<file path="src/decoder_ctrl_pkg.sv">
package decoder_ctrl_pkg;

    // encoded widths of the stage and the command opcode
    localparam int STAGE_WIDTH = 3;
    localparam int CMD_OP_WIDTH = 3;

    // zero pad so the link word keeps its old address width plus three
    localparam int RESERVED_WIDTH = 8;

    // round statistics
    localparam int ITERATION_WIDTH = 8;
    localparam int CYCLE_WIDTH = 32;

    // decoder stages, one per phase of a union-find round
    typedef enum logic [STAGE_WIDTH-1:0] {
        STAGE_IDLE                = 3'd0,
        STAGE_SPREAD_CLUSTER      = 3'd1,
        STAGE_GROW_BOUNDARY       = 3'd2,
        STAGE_SYNC_IS_ODD_CLUSTER = 3'd3,
        STAGE_RESULT_CALCULATING  = 3'd4,
        STAGE_MEASUREMENT_LOADING = 3'd5
    } stage_e;

    // opcodes seen by the downstream processing units
    typedef enum logic [CMD_OP_WIDTH-1:0] {
        CMD_NONE    = 3'd0,
        CMD_ADVANCE = 3'd1,
        CMD_FINISH  = 3'd2,
        CMD_ABORT   = 3'd3
    } cmd_op_e;

    // link word, opcode sits in the low bits
    typedef struct packed {
        logic [RESERVED_WIDTH-1:0] reserved;
        cmd_op_e                   op;
    } stage_cmd_t;

endpackage

</file>
<file path="src/cmd_fifo.sv">
`timescale 1ns/1ps

module cmd_fifo #(
    parameter int FIFO_DEPTH = 16,
    parameter type item_t = logic [7:0]
) (
    input  logic  clk,
    input  logic  reset,
    input  logic  push,
    input  item_t cmd_in,
    input  logic  pop,
    output logic  full,
    output item_t head,
    output logic  head_valid
);

    localparam int PTR_WIDTH = (FIFO_DEPTH > 1) ? $clog2(FIFO_DEPTH) : 1;
    localparam int COUNT_WIDTH = $clog2(FIFO_DEPTH + 1);
    localparam logic [PTR_WIDTH-1:0] LAST_SLOT = PTR_WIDTH'(FIFO_DEPTH - 1);
    localparam logic [COUNT_WIDTH-1:0] FULL_COUNT = COUNT_WIDTH'(FIFO_DEPTH);

    item_t                  mem [FIFO_DEPTH];
    logic [PTR_WIDTH-1:0]   wr_ptr;
    logic [PTR_WIDTH-1:0]   rd_ptr;
    logic [COUNT_WIDTH-1:0] count;
    logic                   do_push;
    logic                   do_pop;

    // writer keeps off a full FIFO, so push is taken as is
    assign do_push = push;
    assign do_pop = pop && head_valid;

    assign full = (count == FULL_COUNT);
    assign head_valid = (count != '0);
    // fall-through head, no read latency
    assign head = mem[rd_ptr];

    always_ff @(posedge clk) begin
        if (do_push) begin
            mem[wr_ptr] <= cmd_in;
        end
    end

    // pointers wrap by hand so any depth works
    always_ff @(posedge clk) begin
        if (reset) begin
            wr_ptr <= '0;
            rd_ptr <= '0;
            count <= '0;
        end else begin
            if (do_push) begin
                wr_ptr <= (wr_ptr == LAST_SLOT) ? '0 : wr_ptr + 1'b1;
            end
            if (do_pop) begin
                rd_ptr <= (rd_ptr == LAST_SLOT) ? '0 : rd_ptr + 1'b1;
            end
            if (do_push && !do_pop) begin
                count <= count + 1'b1;
            end else if (do_pop && !do_push) begin
                count <= count - 1'b1;
            end
        end
    end

endmodule

</file>
<file path="src/link_transmitter.sv">
`timescale 1ns/1ps

module link_transmitter
    import decoder_ctrl_pkg::*;
#(
    parameter int LINK_CREDITS = 4
) (
    input  logic       clk,
    input  logic       reset,
    input  stage_cmd_t head,
    input  logic       head_valid,
    input  logic       link_credit,
    output logic       pop,
    output logic       link_valid,
    output stage_cmd_t link_cmd
);

    localparam int CREDIT_WIDTH = $clog2(LINK_CREDITS + 1);
    localparam logic [CREDIT_WIDTH-1:0] CREDIT_INIT = CREDIT_WIDTH'(LINK_CREDITS);

    logic [CREDIT_WIDTH-1:0] credits;
    logic                    credit_free;

    // word on the link still holds its credit until this cycle ends
    assign credit_free = (credits > CREDIT_WIDTH'(link_valid));
    // at most one word per cycle
    assign pop = head_valid && credit_free;

    // spent on each link beat, returned on each credit pulse
    always_ff @(posedge clk) begin
        if (reset) begin
            credits <= CREDIT_INIT;
        end else begin
            case ({link_valid, link_credit})
                2'b10:   credits <= credits - 1'b1;
                2'b01:   credits <= credits + 1'b1;
                default: credits <= credits;
            endcase
        end
    end

    // popped word goes out on the next cycle
    always_ff @(posedge clk) begin
        if (reset) begin
            link_valid <= 1'b0;
        end else begin
            link_valid <= pop;
        end
    end

    always_ff @(posedge clk) begin
        if (pop) begin
            link_cmd <= head;
        end
    end

endmodule

</file>
<file path="src/stage_sequencer.sv">
`timescale 1ns/1ps

module stage_sequencer
    import decoder_ctrl_pkg::*;
#(
    parameter int SPREAD_DELAY = 9,
    parameter int SYNC_DELAY = 9,
    parameter int GROW_DELAY = 3,
    parameter int MESSAGE_FLYING_DELAY = 3
) (
    input  logic       clk,
    input  logic       reset,
    input  logic       new_round_start,
    input  logic       downstream_has_message_flying,
    input  logic       downstream_has_odd_clusters,
    input  logic       full,
    input  logic       stall_timeout,
    output logic       push,
    output stage_cmd_t cmd_in,
    output stage_e     stage,
    output logic       iteration_done
);

    // one counter serves every timed stage, so size it for the longest
    localparam int MAX_DELAY = (SPREAD_DELAY > SYNC_DELAY) ?
        ((SPREAD_DELAY > GROW_DELAY) ? SPREAD_DELAY : GROW_DELAY) :
        ((SYNC_DELAY > GROW_DELAY) ? SYNC_DELAY : GROW_DELAY);
    localparam int DELAY_WIDTH = $clog2(MAX_DELAY + 1);
    localparam logic [DELAY_WIDTH-1:0] SPREAD_LAST = DELAY_WIDTH'(SPREAD_DELAY);
    localparam logic [DELAY_WIDTH-1:0] SYNC_LAST = DELAY_WIDTH'(SYNC_DELAY);
    localparam logic [DELAY_WIDTH-1:0] GROW_LAST = DELAY_WIDTH'(GROW_DELAY);

    stage_e                     stage_next;
    cmd_op_e                    cmd_op;
    logic [DELAY_WIDTH-1:0]     delay_count;
    logic [DELAY_WIDTH-1:0]     delay_target;
    logic                       delay_reached;
    logic [MESSAGE_FLYING_DELAY-1:0] flying_window;
    logic                       messages_flying;

    // recent history of the downstream flag
    always_ff @(posedge clk) begin
        if (reset) begin
            flying_window <= '0;
        end else begin
            for (int i = MESSAGE_FLYING_DELAY - 1; i > 0; i--) begin
                flying_window[i] <= flying_window[i-1];
            end
            flying_window[0] <= downstream_has_message_flying;
        end
    end

    // still flying if seen anywhere in the window
    assign messages_flying = |flying_window;

    // minimum dwell of the current stage
    always_comb begin
        case (stage)
            STAGE_SPREAD_CLUSTER:      delay_target = SPREAD_LAST;
            STAGE_SYNC_IS_ODD_CLUSTER: delay_target = SYNC_LAST;
            STAGE_GROW_BOUNDARY:       delay_target = GROW_LAST;
            default:                   delay_target = '0;
        endcase
    end

    assign delay_reached = (delay_count >= delay_target);

    // transitions and the command issued with each of them
    // a full FIFO freezes the stage, nothing is pushed then
    always_comb begin
        stage_next = stage;
        push = 1'b0;
        cmd_op = CMD_NONE;
        iteration_done = 1'b0;
        case (stage)
            STAGE_IDLE: begin
                if (new_round_start && !full) begin
                    push = 1'b1;
                    cmd_op = CMD_ADVANCE;
                    stage_next = STAGE_MEASUREMENT_LOADING;
                end
            end
            // single cycle, syndrome comes from an external buffer
            STAGE_MEASUREMENT_LOADING: begin
                stage_next = STAGE_SPREAD_CLUSTER;
            end
            STAGE_SPREAD_CLUSTER: begin
                if (delay_reached && !full) begin
                    if (!messages_flying) begin
                        push = 1'b1;
                        cmd_op = CMD_ADVANCE;
                        stage_next = STAGE_SYNC_IS_ODD_CLUSTER;
                    end else if (stall_timeout) begin
                        push = 1'b1;
                        cmd_op = CMD_ABORT;
                        stage_next = STAGE_RESULT_CALCULATING;
                    end
                end
            end
            STAGE_SYNC_IS_ODD_CLUSTER: begin
                if (delay_reached && !full) begin
                    if (!messages_flying) begin
                        push = 1'b1;
                        iteration_done = 1'b1;
                        // odd clusters left means another grow pass
                        if (downstream_has_odd_clusters) begin
                            cmd_op = CMD_ADVANCE;
                            stage_next = STAGE_GROW_BOUNDARY;
                        end else begin
                            cmd_op = CMD_FINISH;
                            stage_next = STAGE_RESULT_CALCULATING;
                        end
                    end else if (stall_timeout) begin
                        push = 1'b1;
                        cmd_op = CMD_ABORT;
                        stage_next = STAGE_RESULT_CALCULATING;
                    end
                end
            end
            STAGE_GROW_BOUNDARY: begin
                if (delay_reached && !full) begin
                    push = 1'b1;
                    cmd_op = CMD_ADVANCE;
                    stage_next = STAGE_SPREAD_CLUSTER;
                end
            end
            STAGE_RESULT_CALCULATING: begin
                stage_next = STAGE_IDLE;
            end
            default: begin
                stage_next = STAGE_IDLE;
            end
        endcase
    end

    assign cmd_in = '{reserved: '0, op: cmd_op};

    always_ff @(posedge clk) begin
        if (reset) begin
            stage <= STAGE_IDLE;
            delay_count <= '0;
        end else begin
            stage <= stage_next;
            // restart the dwell count on every stage change
            if (stage_next != stage) begin
                delay_count <= '0;
            end else if (!delay_reached) begin
                delay_count <= delay_count + 1'b1;
            end
        end
    end

endmodule

</file>
<file path="src/round_monitor.sv">
`timescale 1ns/1ps

module round_monitor
    import decoder_ctrl_pkg::*;
#(
    parameter int DEADLOCK_THRESHOLD = 270
) (
    input  logic                       clk,
    input  logic                       reset,
    input  logic                       new_round_start,
    input  stage_e                     stage,
    input  logic                       iteration_done,
    output logic                       stall_timeout,
    output logic                       busy,
    output logic [ITERATION_WIDTH-1:0] iteration_counter,
    output logic [CYCLE_WIDTH-1:0]     cycle_counter,
    output logic                       deadlock
);

    // room for one count past the threshold
    localparam int TIMER_WIDTH = $clog2(DEADLOCK_THRESHOLD + 2);
    localparam logic [TIMER_WIDTH-1:0] TIMER_LIMIT = TIMER_WIDTH'(DEADLOCK_THRESHOLD);

    logic [TIMER_WIDTH-1:0] stall_timer;

    assign stall_timeout = (stall_timer > TIMER_LIMIT);
    assign busy = (stage != STAGE_IDLE);

    // only the message-driven stages can hang
    // timer saturates once the limit is passed
    always_ff @(posedge clk) begin
        if (reset) begin
            stall_timer <= '0;
        end else begin
            case (stage)
                STAGE_IDLE, STAGE_MEASUREMENT_LOADING, STAGE_GROW_BOUNDARY: begin
                    stall_timer <= '0;
                end
                STAGE_SPREAD_CLUSTER, STAGE_SYNC_IS_ODD_CLUSTER: begin
                    if (!stall_timeout) begin
                        stall_timer <= stall_timer + 1'b1;
                    end
                end
                default: begin
                    stall_timer <= stall_timer;
                end
            endcase
        end
    end

    // sticky until the next round begins
    always_ff @(posedge clk) begin
        if (reset) begin
            deadlock <= 1'b0;
        end else if (new_round_start) begin
            deadlock <= 1'b0;
        end else if (stall_timeout) begin
            deadlock <= 1'b1;
        end
    end

    // per-round statistics, restarted in loading
    always_ff @(posedge clk) begin
        if (reset) begin
            iteration_counter <= '0;
            cycle_counter <= '0;
        end else begin
            if (stage == STAGE_MEASUREMENT_LOADING) begin
                iteration_counter <= '0;
            end else if (iteration_done) begin
                iteration_counter <= iteration_counter + 1'b1;
            end
            // loading is the first busy cycle
            if (stage == STAGE_MEASUREMENT_LOADING) begin
                cycle_counter <= CYCLE_WIDTH'(1);
            end else if (busy) begin
                cycle_counter <= cycle_counter + 1'b1;
            end
        end
    end

endmodule

</file>
<file path="src/stage_controller_top.sv">
`timescale 1ns/1ps

module stage_controller_top
    import decoder_ctrl_pkg::*;
#(
    parameter int CODE_DISTANCE_X = 3,
    parameter int CODE_DISTANCE_Z = 3,
    parameter int SPREAD_DELAY = 9,
    parameter int SYNC_DELAY = 9,
    parameter int GROW_DELAY = 3,
    parameter int MESSAGE_FLYING_DELAY = 3,
    // volume of the decoding graph, times ten
    parameter int DEADLOCK_THRESHOLD = CODE_DISTANCE_X * CODE_DISTANCE_Z *
        ((CODE_DISTANCE_X > CODE_DISTANCE_Z) ? CODE_DISTANCE_X : CODE_DISTANCE_Z) * 10,
    parameter int FIFO_DEPTH = 16,
    parameter int LINK_CREDITS = 4
) (
    input  logic                       clk,
    input  logic                       reset,
    input  logic                       new_round_start,
    input  logic                       downstream_has_message_flying,
    input  logic                       downstream_has_odd_clusters,
    input  logic                       link_credit,
    output logic                       link_valid,
    output stage_cmd_t                 link_cmd,
    output logic                       busy,
    output logic [ITERATION_WIDTH-1:0] iteration_counter,
    output logic [CYCLE_WIDTH-1:0]     cycle_counter,
    output logic                       deadlock
);

    logic       push;
    stage_cmd_t cmd_in;
    logic       full;
    stage_cmd_t head;
    logic       head_valid;
    logic       pop;
    stage_e     stage;
    logic       iteration_done;
    logic       stall_timeout;

    // sequencer -> fifo -> transmitter, monitor on the side
    stage_sequencer #(
        .SPREAD_DELAY(SPREAD_DELAY),
        .SYNC_DELAY(SYNC_DELAY),
        .GROW_DELAY(GROW_DELAY),
        .MESSAGE_FLYING_DELAY(MESSAGE_FLYING_DELAY)
    ) u_sequencer (
        .clk(clk),
        .reset(reset),
        .new_round_start(new_round_start),
        .downstream_has_message_flying(downstream_has_message_flying),
        .downstream_has_odd_clusters(downstream_has_odd_clusters),
        .full(full),
        .stall_timeout(stall_timeout),
        .push(push),
        .cmd_in(cmd_in),
        .stage(stage),
        .iteration_done(iteration_done)
    );

    round_monitor #(
        .DEADLOCK_THRESHOLD(DEADLOCK_THRESHOLD)
    ) u_monitor (
        .clk(clk),
        .reset(reset),
        .new_round_start(new_round_start),
        .stage(stage),
        .iteration_done(iteration_done),
        .stall_timeout(stall_timeout),
        .busy(busy),
        .iteration_counter(iteration_counter),
        .cycle_counter(cycle_counter),
        .deadlock(deadlock)
    );

    cmd_fifo #(
        .FIFO_DEPTH(FIFO_DEPTH),
        .item_t(stage_cmd_t)
    ) u_fifo (
        .clk(clk),
        .reset(reset),
        .push(push),
        .cmd_in(cmd_in),
        .pop(pop),
        .full(full),
        .head(head),
        .head_valid(head_valid)
    );

    link_transmitter #(
        .LINK_CREDITS(LINK_CREDITS)
    ) u_transmitter (
        .clk(clk),
        .reset(reset),
        .head(head),
        .head_valid(head_valid),
        .link_credit(link_credit),
        .pop(pop),
        .link_valid(link_valid),
        .link_cmd(link_cmd)
    );

endmodule

</file>
<file path="config.mk">
export PLATFORM = sky130hd
export DESIGN_NAME = stage_controller_top
export DESIGN_NICKNAME = d
export VERILOG_FILES = /design/src/decoder_ctrl_pkg.sv /design/src/cmd_fifo.sv /design/src/link_transmitter.sv /design/src/stage_sequencer.sv /design/src/round_monitor.sv /design/src/stage_controller_top.sv
export SDC_FILE = /design/constraint.sdc
export NUM_CORES = 1
export LEC_CHECK = 0
export CAP_MARGIN = 10
export CORE_ASPECT_RATIO = 1.25
export CORE_MARGIN = 4
export CORE_UTILIZATION = 46
export DETAILED_ROUTE_END_ITERATION = 12
export DONT_BUFFER_PORTS = 1
export GPL_TIMING_DRIVEN = 0
export PLACE_DENSITY = 0.67
export RECOVER_POWER = 100
export SYNTH_ARGS = -nofsm -noshare
export SYNTH_HDL_FRONTEND = slang
export SYNTH_SLANG_ARGS = --single-unit
</file>
<file path="constraint.sdc">
create_clock -name clk -period 4.3 [get_ports clk]
set_clock_uncertainty 0.15 [all_clocks]
set_input_delay 0.43 -clock clk [delete_from_list [all_inputs] [get_ports clk]]
set_output_delay 0.43 -clock clk [all_outputs]
set_load 0.01 [all_outputs]
</file>
==> results of run 1 <==
[power groups by stage]
stage	clock [uW]	combinational, uW	sequential [uW]
after global routing	842	1280	1340
after global placement	0	965	1340
after detailed placement	0	1010	1350
final	780	1140	1330
after CTS	797	1030	1320
after floorplan	0	805	1320
[stage by stage]
step	util, %	worst slack (ns)	power, uW
3_5_place_dp	49.6	-0.385	2360
2_1_floorplan	-	0.252	2130
5_1_grt	52.9	-0.0661	3470
4_1_cts	52.2	0.0292	3150
6_report	52.9	0.240	3250
3_3_place_gp	49.5	-0.313	2310
[layout make-up]
class | count | area [um^2] | area share, %
Buffer | 33 | 186 | 3.13
Clock buffer | 12 | 248 | 4.16
Clock inverter | 4 | 30.0 | 0.505
Inverter | 19 | 71.3 | 1.20
Multi-Input combinational cell | 374 | 2600 | 43.7
Sequential cell | 111 | 2560 | 43.1
Tap cell | 135 | 169 | 2.84
Timing Repair Buffer | 11 | 85.1 | 1.43
[synth_stat cells (3+ instances only)]
library cell and count:
mux4_2 10, and4_1 11, nor3_1 13, nand4_1 29, buf_2 4, nand3_1 18, a21oi_1 14, inv_1 18
and2_1 5, mux2i_1 5, and3_1 20, xor2_1 41, a21o_1 4, nand2_1 33, ha_1 19, nor2b_1 10
nor4_1 3, edfxtp_1 34, xnor2_1 8, o21ai_0 15, clkbuf_1 16, buf_4 9, dfxtp_1 77, nor2_1 65
or3_1 4
[state kept, by name (all words and copies together), names as in the netlist, 4 cells and up]
signal                       flops
u_fifo.rd_ptr                    4
u_sequencer.delay_count          4
u_monitor.iteration_counter      8
u_fifo.count                     5
u_fifo.mem                      32
u_monitor.cycle_counter         32
u_monitor.stall_timer            9
u_fifo.wr_ptr                    4
[layer usage]
metal  vias to the layer above  share of wire, %
met1                      1899                42
met4                         0               2.3
met3                        18               5.3
li1                       1936                 -
met2                        95                50
met5                         -                 0
[worst max path at each step]
stage	start	to	slack, ns	cells after the start
2_1_floorplan	u_sequencer.stage[0]	u_fifo.count[4]	0.25	19
4_1_cts	u_sequencer.stage[2]	u_fifo.count[4]	0.03	20
6_report	u_sequencer.stage[0]	u_fifo.count[4]	0.24	20
5_1_grt	u_sequencer.stage[0]	u_fifo.count[4]	-0.07	20
3_5_place_dp	u_sequencer.stage[2]	u_fifo.count[4]	-0.38	19
3_3_place_gp	u_sequencer.stage[2]	u_fifo.count[4]	-0.31	19
[cell families (layout without fill, tap and decap cells)]
group | after synthesis | count (layout) | synth area share (%)
buffers and inverters | 52 | 79 | 4.63
XOR/XNOR | 49 | 49 | 7.99
AO/OA/AOI/OAI | 57 | 57 | 7.57
other | 1 | 9 | 0.0698
flip-flops | 111 | 111 | 47.7
adder cells (fa/ha/maj) | 21 | 21 | 5.17
AND/OR/NAND/NOR | 222 | 222 | 21.5
multiplexers | 16 | 16 | 5.33
[repair_timing]
| item | CTS | global route |
|---|---|---|
| resized for setup | 4 | 13 |
| hold endpoints to repair | 1 | 0 |
| hold buffers | 1 | 0 |
| setup endpoints to repair | 2 | 1 |
| buffers inserted | 0 | 9 |
| pin swaps | 0 | 3 |
==> PnR_summary.wiki, run 1 <==
{| class="wikitable"
! Metric !! Value
|-
| CP arrival || approximately 4.2 ns
|-
| Count of H-tree levels built during CTS || 3
|-
| Max Clk Rate || 246 MHz
|-
| Maximum fanout along the worst path || 10
|-
| Global-route met2 utilization || 28.1%
|-
| Critical setup path kind || flop to flop
|-
| Peak supply drop || 267 uV
|-
| Static power due to leakage || around 0.0023 uW
|-
| Layout area overhead || 10.8%
|-
| Clock tree root driver cell || clkbuf_16
|-
| Buffers added on ports || 0
|-
| Commonest non-fill, non-tap cells in the layout || 76 x dfxtp_1, 64 x nor2_1, 41 x xor2_1
|-
| Non-Filler Cell Area, Final || 5950 um^2
|-
| Via count of the first global-routing pass || 3902
|-
| Wire per inst || approximately 16 um
|-
| Post-layout minimum cycle time || 4.06 ns
|-
| Initial Util || 47.8%
|-
| Routed vias || 3948
|-
| CP delay by family, top || simple AND/OR/NAND/NOR gates
|-
| Clock network fraction of design power || a little under a quarter
|-
| Number of hold violations in the final report || 0
|-
| Most frequent standard cell in the layout excluding fill and tap cells || dfxtp_1
|-
| Outcome || completed
|-
| Final weighted congestion of routability-driven global placement || about 0.87
|-
| Std-Cell Rows || 43
|-
| Total Die Area || about 13000 um^2
|-
| Tcrit/Tclk final || 94.4%
|-
| Longest Clk Path Bufs || 2
|-
| Via-to-Cell Ratio || 5.65
|-
| Tightest Pin Transition || 1.38 ns
|-
| Met1 demand-to-capacity share in global routing || 20.2%
|-
| Placed Instances || 673
|-
| Hold WC Path Type || input pin to flop
|-
| Gate power share || 35.2%
|-
| First-pass GRT wire length || 18.4 mm
|-
| Net count of the finished layout || 586
|-
| Dpl cell area || 5580 um^2
|-
| Maximum number of pins on one net before global-route repair || 18
|-
| Antenna Nets Post-Route || 0
|-
| Data required, critical path || 4.43 ns
|-
| Primary FF master, synth || dfxtp_1
|-
| Count of buffer and inverter cells on the critical path || 5
|-
| Fraction of post-synthesis cell area in the top cell type by area || between 20% and 30%
|-
| Number of DRC markers in iteration 0 || 174
|-
| Final max-slew violation count || 0
|-
| Die outline width || 105 um
|-
| Unique masters post-synth || 60
|-
| Hold path startpoint || downstream_has_message_flying
|-
| Clock sinks || 111
|-
| Worst r2r src || u_sequencer.stage[0]
|-
| Count of state elements after synthesis || between 100 and 150
|-
| Number of top-level pins || 60
|-
| Count of max-cap constraint violations || 0
|-
| Total congestion overflow after global routing || 0
|-
| Type of origin of the critical path || flop
|-
| Source-to-sink clock delay at the later pin of the worst-skew pair || 0.35 ns
|-
| Number of antenna violations at the first check in global routing || 0
|-
| Post-detail-place hpwl || about 8 mm
|-
| Fin Setup TNS || 0 ns
|-
| Worst hold path cell count || 1
|-
| Post-synthesis cell count || 529
|-
| Average footprint of a synthesized cell || 10.2 um^2
|-
| Asr flop ratio synth || 0%
|-
| Synth warnings || 0
|-
| First-pass iteration count of the detailed router || 4
|-
| Sequential area share after synthesis || 47.7%
|-
| Most used routing layer in global routing || met2
|-
| Dominant cell type by area after synthesis || dfxtp_1
|-
| Met3 Track Usage GR || 4.92%
|-
| Total Routing Usage GR || 16.8%
|-
| Count of antenna diodes in the layout || 0
|-
| Net switching fraction of the power || 33.9%
|-
| Pint || 2150 uW
|-
| Cell area after synthesis || approximately 5400 um^2
|-
| Length in cells of the worst reg-to-reg path || 20
|-
| TritonCTS clock tree || done
|-
| Dominant cells by area after synthesis || dfxtp_1 29%, edfxtp_1 19%, xor2_1 6.7%
|-
| Final Instance Count excl. Fillers || 699
|-
| Worst slack on hold paths || 0.0794 ns
|-
| Areal power density over the cells || about 550 nW/um^2
|-
| CTS buffer count || 9
|-
| Number of enable-type register cells in the synthesized netlist || 34
|-
| Core ar. || 11200 um^2
|-
| Relative slew margins || 7.25%
|-
| Final setup viols || 0
|-
| Most frequent cell on the critical path || ha_1
|-
| Switching pwr || between 1000 and 1500 uW
|-
| Worst-path cell with the longest stage delay || dfxtp_1
|-
| Sequential group share of total power || 40.8%
|-
| Crit. End Element || flop
|-
| Total DRC errors in the routed layout || 0
|-
| Share of layout cells above drive strength 1 || 11.2%
|-
| Cell breakdown of the critical path || clkbuf_2 -> nor2_4 -> nand2_1 -> nand2_1 -> ha_1 -> nor2b_2 -> o211ai_1 -> buf_4 -> o2111ai_4 -> and2_4 -> inv_2 -> buf_6 -> ha_1 -> inv_1 -> ha_1 -> a21o_1 -> a21oi_1 -> xnor2_1 -> or3_1 -> a21oi_1
|-
| Reg2reg setup slack || 0.24 ns
|-
| Die Y-Extent || 129 um
|-
| Capturing point of the worst reg2reg path || u_fifo.count[4]
|-
| Count of filler cells inserted in the layout || between 900 and 1000
|-
| Stage delay of the slowest cell on the critical path || 0.33 ns
|-
| Post-CTS clock slew at the launch and capture registers of the worst setup and hold paths || 0.07 ns
|-
| Worst-case hold path end point || u_sequencer.flying_window[0]
|-
| Drt total wl || 11.1 mm
|}
No activity file was read; power rests on OpenSTA's default activity.
==> run 2: changes to the inputs <==
Settings changed: REMOVE_ABC_BUFFERS set to 1.
==> PnR_summary.wiki, run 2 (synthesis results as in run 1) <==
{| class="wikitable"
! Metric !! Value
|-
| TritonCTS clock tree || done (unchanged)
|-
| Core Util, Final || 52.2% (was 52.9%)
|-
| Source-to-sink clock delay at the later pin of the worst-skew pair || 0.35 ns (about the same)
|-
| Post-CTS clock slew at the launch and capture registers of the worst setup and hold paths || 0.07 ns (about the same)
|-
| Routed vias || 3827 (was 3948)
|-
| Placed Instances || 641 (was 673)
|-
| Outcome || completed (unchanged)
|-
| Share of layout cells above drive strength 1 || 8.46% (was 11.2%)
|-
| Hold WC Path Type || input pin to flop (unchanged)
|-
| Post-layout minimum cycle time || 3.99 ns (was 4.06 ns)
|-
| Antenna Nets Post-Route || 0 (unchanged)
|-
| Static power due to leakage || 0.00222 uW (was 0.00228 uW)
|-
| Maximum number of pins on one net before global-route repair || 40 (was 18)
|-
| Final max-slew violation count || 0 (unchanged)
|-
| Std-Cell Rows || 43 (unchanged)
|-
| Clock tree root driver cell || clkbuf_16 (unchanged)
|-
| Total Die Area || 13500 um^2 (unchanged)
|-
| Count of buffer and inverter cells on the critical path || 4 (was 5)
|-
| CTS buffer count || 9 (unchanged)
|-
| Total Routing Usage GR || 16.4% (was 16.8%)
|-
| Number of hold violations in the final report || 0 (unchanged)
|-
| Number of antenna violations at the first check in global routing || 0 (unchanged)
|-
| Count of antenna diodes in the layout || 0 (unchanged)
|-
| Count of filler cells inserted in the layout || 1025 (was 987)
|-
| Data required, critical path || 4.42 ns (was 4.43 ns)
|-
| Number of DRC markers in iteration 0 || 165 (was 174)
|-
| Tightest Pin Transition || 1.38 ns (about the same)
|-
| First-pass GRT wire length || 18.0 mm (was 18.4 mm)
|-
| Final setup viols || 0 (unchanged)
|-
| Final Instance Count excl. Fillers || 667 (was 699)
|-
| Post-detail-place hpwl || 7.36 mm (was 8.04 mm)
|-
| Crit. End Element || flop (unchanged)
|-
| Worst-path cell with the longest stage delay || fa_1 (was dfxtp_1)
|-
| Total congestion overflow after global routing || 0 (unchanged)
|-
| First-pass iteration count of the detailed router || 4 (unchanged)
|-
| Max Clk Rate || 251 MHz (was 246 MHz)
|-
| Count of H-tree levels built during CTS || 3 (unchanged)
|-
| Areal power density over the cells || 562 nW/um^2 (was 546 nW/um^2)
|-
| Maximum fanout along the worst path || 13 (was 10)
|-
| Worst hold path cell count || 1 (unchanged)
|-
| Core ar. || 11200 um^2 (unchanged)
|-
| CP delay by family, top || adder cells (was simple AND/OR/NAND/NOR gates)
|-
| Die outline width || 105 um (unchanged)
|-
| Stage delay of the slowest cell on the critical path || 0.47 ns (was 0.33 ns)
|-
| Via count of the first global-routing pass || 3789 (was 3902)
|-
| Length in cells of the worst reg-to-reg path || 17 (was 20)
|-
| Type of origin of the critical path || flop (unchanged)
|-
| Relative slew margins || 6.84% (was 7.25%)
|-
| Critical path depth || 17 (was 20)
|-
| Total DRC errors in the routed layout || 0 (unchanged)
|-
| Count of max-cap constraint violations || 0 (unchanged)
|-
| RSZ-0062 raised after global routing || no
|-
| Final weighted congestion of routability-driven global placement || 0.817 (was 0.867)
|-
| Drt total wl || 10.8 mm (was 11.1 mm)
|-
| Most frequent standard cell in the layout excluding fill and tap cells || dfxtp_1 (unchanged)
|-
| Buffers added on ports || 0 (unchanged)
|-
| Largest registers in the final layout || u_fifo.mem (32), u_monitor.cycle_counter (32), u_monitor.stall_timer (9) (unchanged)
|-
| Number of top-level pins || 60 (unchanged)
|-
| Critical setup path kind || flop to flop (unchanged)
|-
| Initial Util || 47.8% (unchanged)
|-
| CP arrival || 4.10 ns (was 4.19 ns)
|-
| Wire per inst || 16.2 um (was 15.9 um)
|-
| Longest Clk Path Bufs || 2 (unchanged)
|-
| Commonest non-fill, non-tap cells in the layout || 75 x dfxtp_1, 64 x nor2_1, 41 x xor2_1 (was 76 x dfxtp_1, 64 x nor2_1, 41 x xor2_1)
|-
| Tcrit/Tclk final || 92.7% (was 94.4%)
|-
| Peak supply drop || 258 uV (was 267 uV)
|-
| Worst slack on hold paths || 0.0263 ns (was 0.0794 ns)
|-
| Layout area overhead || 9.29% (was 10.8%)
|-
| Via-to-Cell Ratio || 5.74 (was 5.65)
|-
| Cell breakdown of the critical path || nor2b_4 -> inv_1 -> ha_1 -> nand2_1 -> o211ai_1 -> buf_4 -> o2111ai_4 -> and2_4 -> inv_2 -> ha_1 -> inv_1 -> fa_1 -> a21o_1 -> a21oi_1 -> xnor2_1 -> or3_1 -> a21oi_1 (was clkbuf_2 -> nor2_4 -> nand2_1 -> nand2_1 -> ha_1 -> nor2b_2 -> o211ai_1 -> buf_4 -> o2111ai_4 -> and2_4 -> inv_2 -> buf_6 -> ha_1 -> inv_1 -> ha_1 -> a21o_1 -> a21oi_1 -> xnor2_1 -> or3_1 -> a21oi_1)
|-
| Clock sinks || 111 (unchanged)
|-
| Net count of the finished layout || 554 (was 586)
|-
| Die Y-Extent || 129 um (unchanged)
|}
-- run 2: cell count changes in the layout (fill, tap and decap cells not counted), moves of 2 or more --
| cell | change |
|---|---|
| clkbuf_1 | -15 |
| dlygate4sd3_1 | +3 |
| and2_1 | -3 |
| and2_0 | +3 |
| clkbuf_2 | -2 |
| buf_6 | -2 |
| clkbuf_16 | +2 |
| buf_4 | -17 |
| o21ai_1 | -2 |
-- run 2: path summary, 6_finish.rpt --
check                                                  start  slack, ns                      endpoint
worst max-delay path                    u_sequencer.stage[0]       0.31               u_fifo.count[4]
worst min-delay path                                   reset       0.03      u_monitor.stall_timer[0]
worst max register to register          u_sequencer.stage[0]       0.31               u_fifo.count[4]
worst min register to register  u_sequencer.flying_window[1]       0.35  u_sequencer.flying_window[2]
-- run 2: where the power goes --
group          switching [uW]  total (uW)  internal, uW
registers                 145        1370          1220
clock network             379         940           561
logic                     557         991           435
-- run 2: timing repair --
item                                    4_1_cts  5_1_grt
pin swaps                                     1        0
endpoints found under the setup margin        4        2
gates resized for setup                       3        4
setup buffers                                 3        3
hold buffers                                  3        1
hold endpoints to repair                     17        2
-- run 2: layout make-up --
type	count	area, um^2	area share, %
Multi-Input combinational cell	374	2610	44.4
Sequential cell	111	2570	43.7
Clock buffer	13	303	5.16
Tap cell	135	169	2.88
Timing Repair Buffer	12	105	1.79
Inverter	19	71.3	1.21
Clock inverter	3	50.0	0.852
-- run 2: per-layer routing --
metal  track usage (%)  up-vias  routed length, um
met5                 0        -                  0
met4              5.95        0                206
met3              4.92       17                629
met2              28.1      106               5300
met1              19.6     1826               4660
li1                  -     1878                  -
-- run 2: per-stage QoR --
| stage | cell area [um^2] | power (uW) | TNS, ns | worst slack [ns] |
|---|---|---|---|---|
| finish | 5870 | 3300 | 0 | 0.315 |
| CTS | 5850 | 3310 | 0 | 0.0393 |
| global placement | 5390 | 2250 | -14.16 | -0.837 |
| detailed placement | 5430 | 2320 | -2.43 | -0.997 |
| global route | 5870 | 3520 | 0 | 0.0139 |
| floorplan | 5230 | 2090 | -0.0685 | -0.0685 |
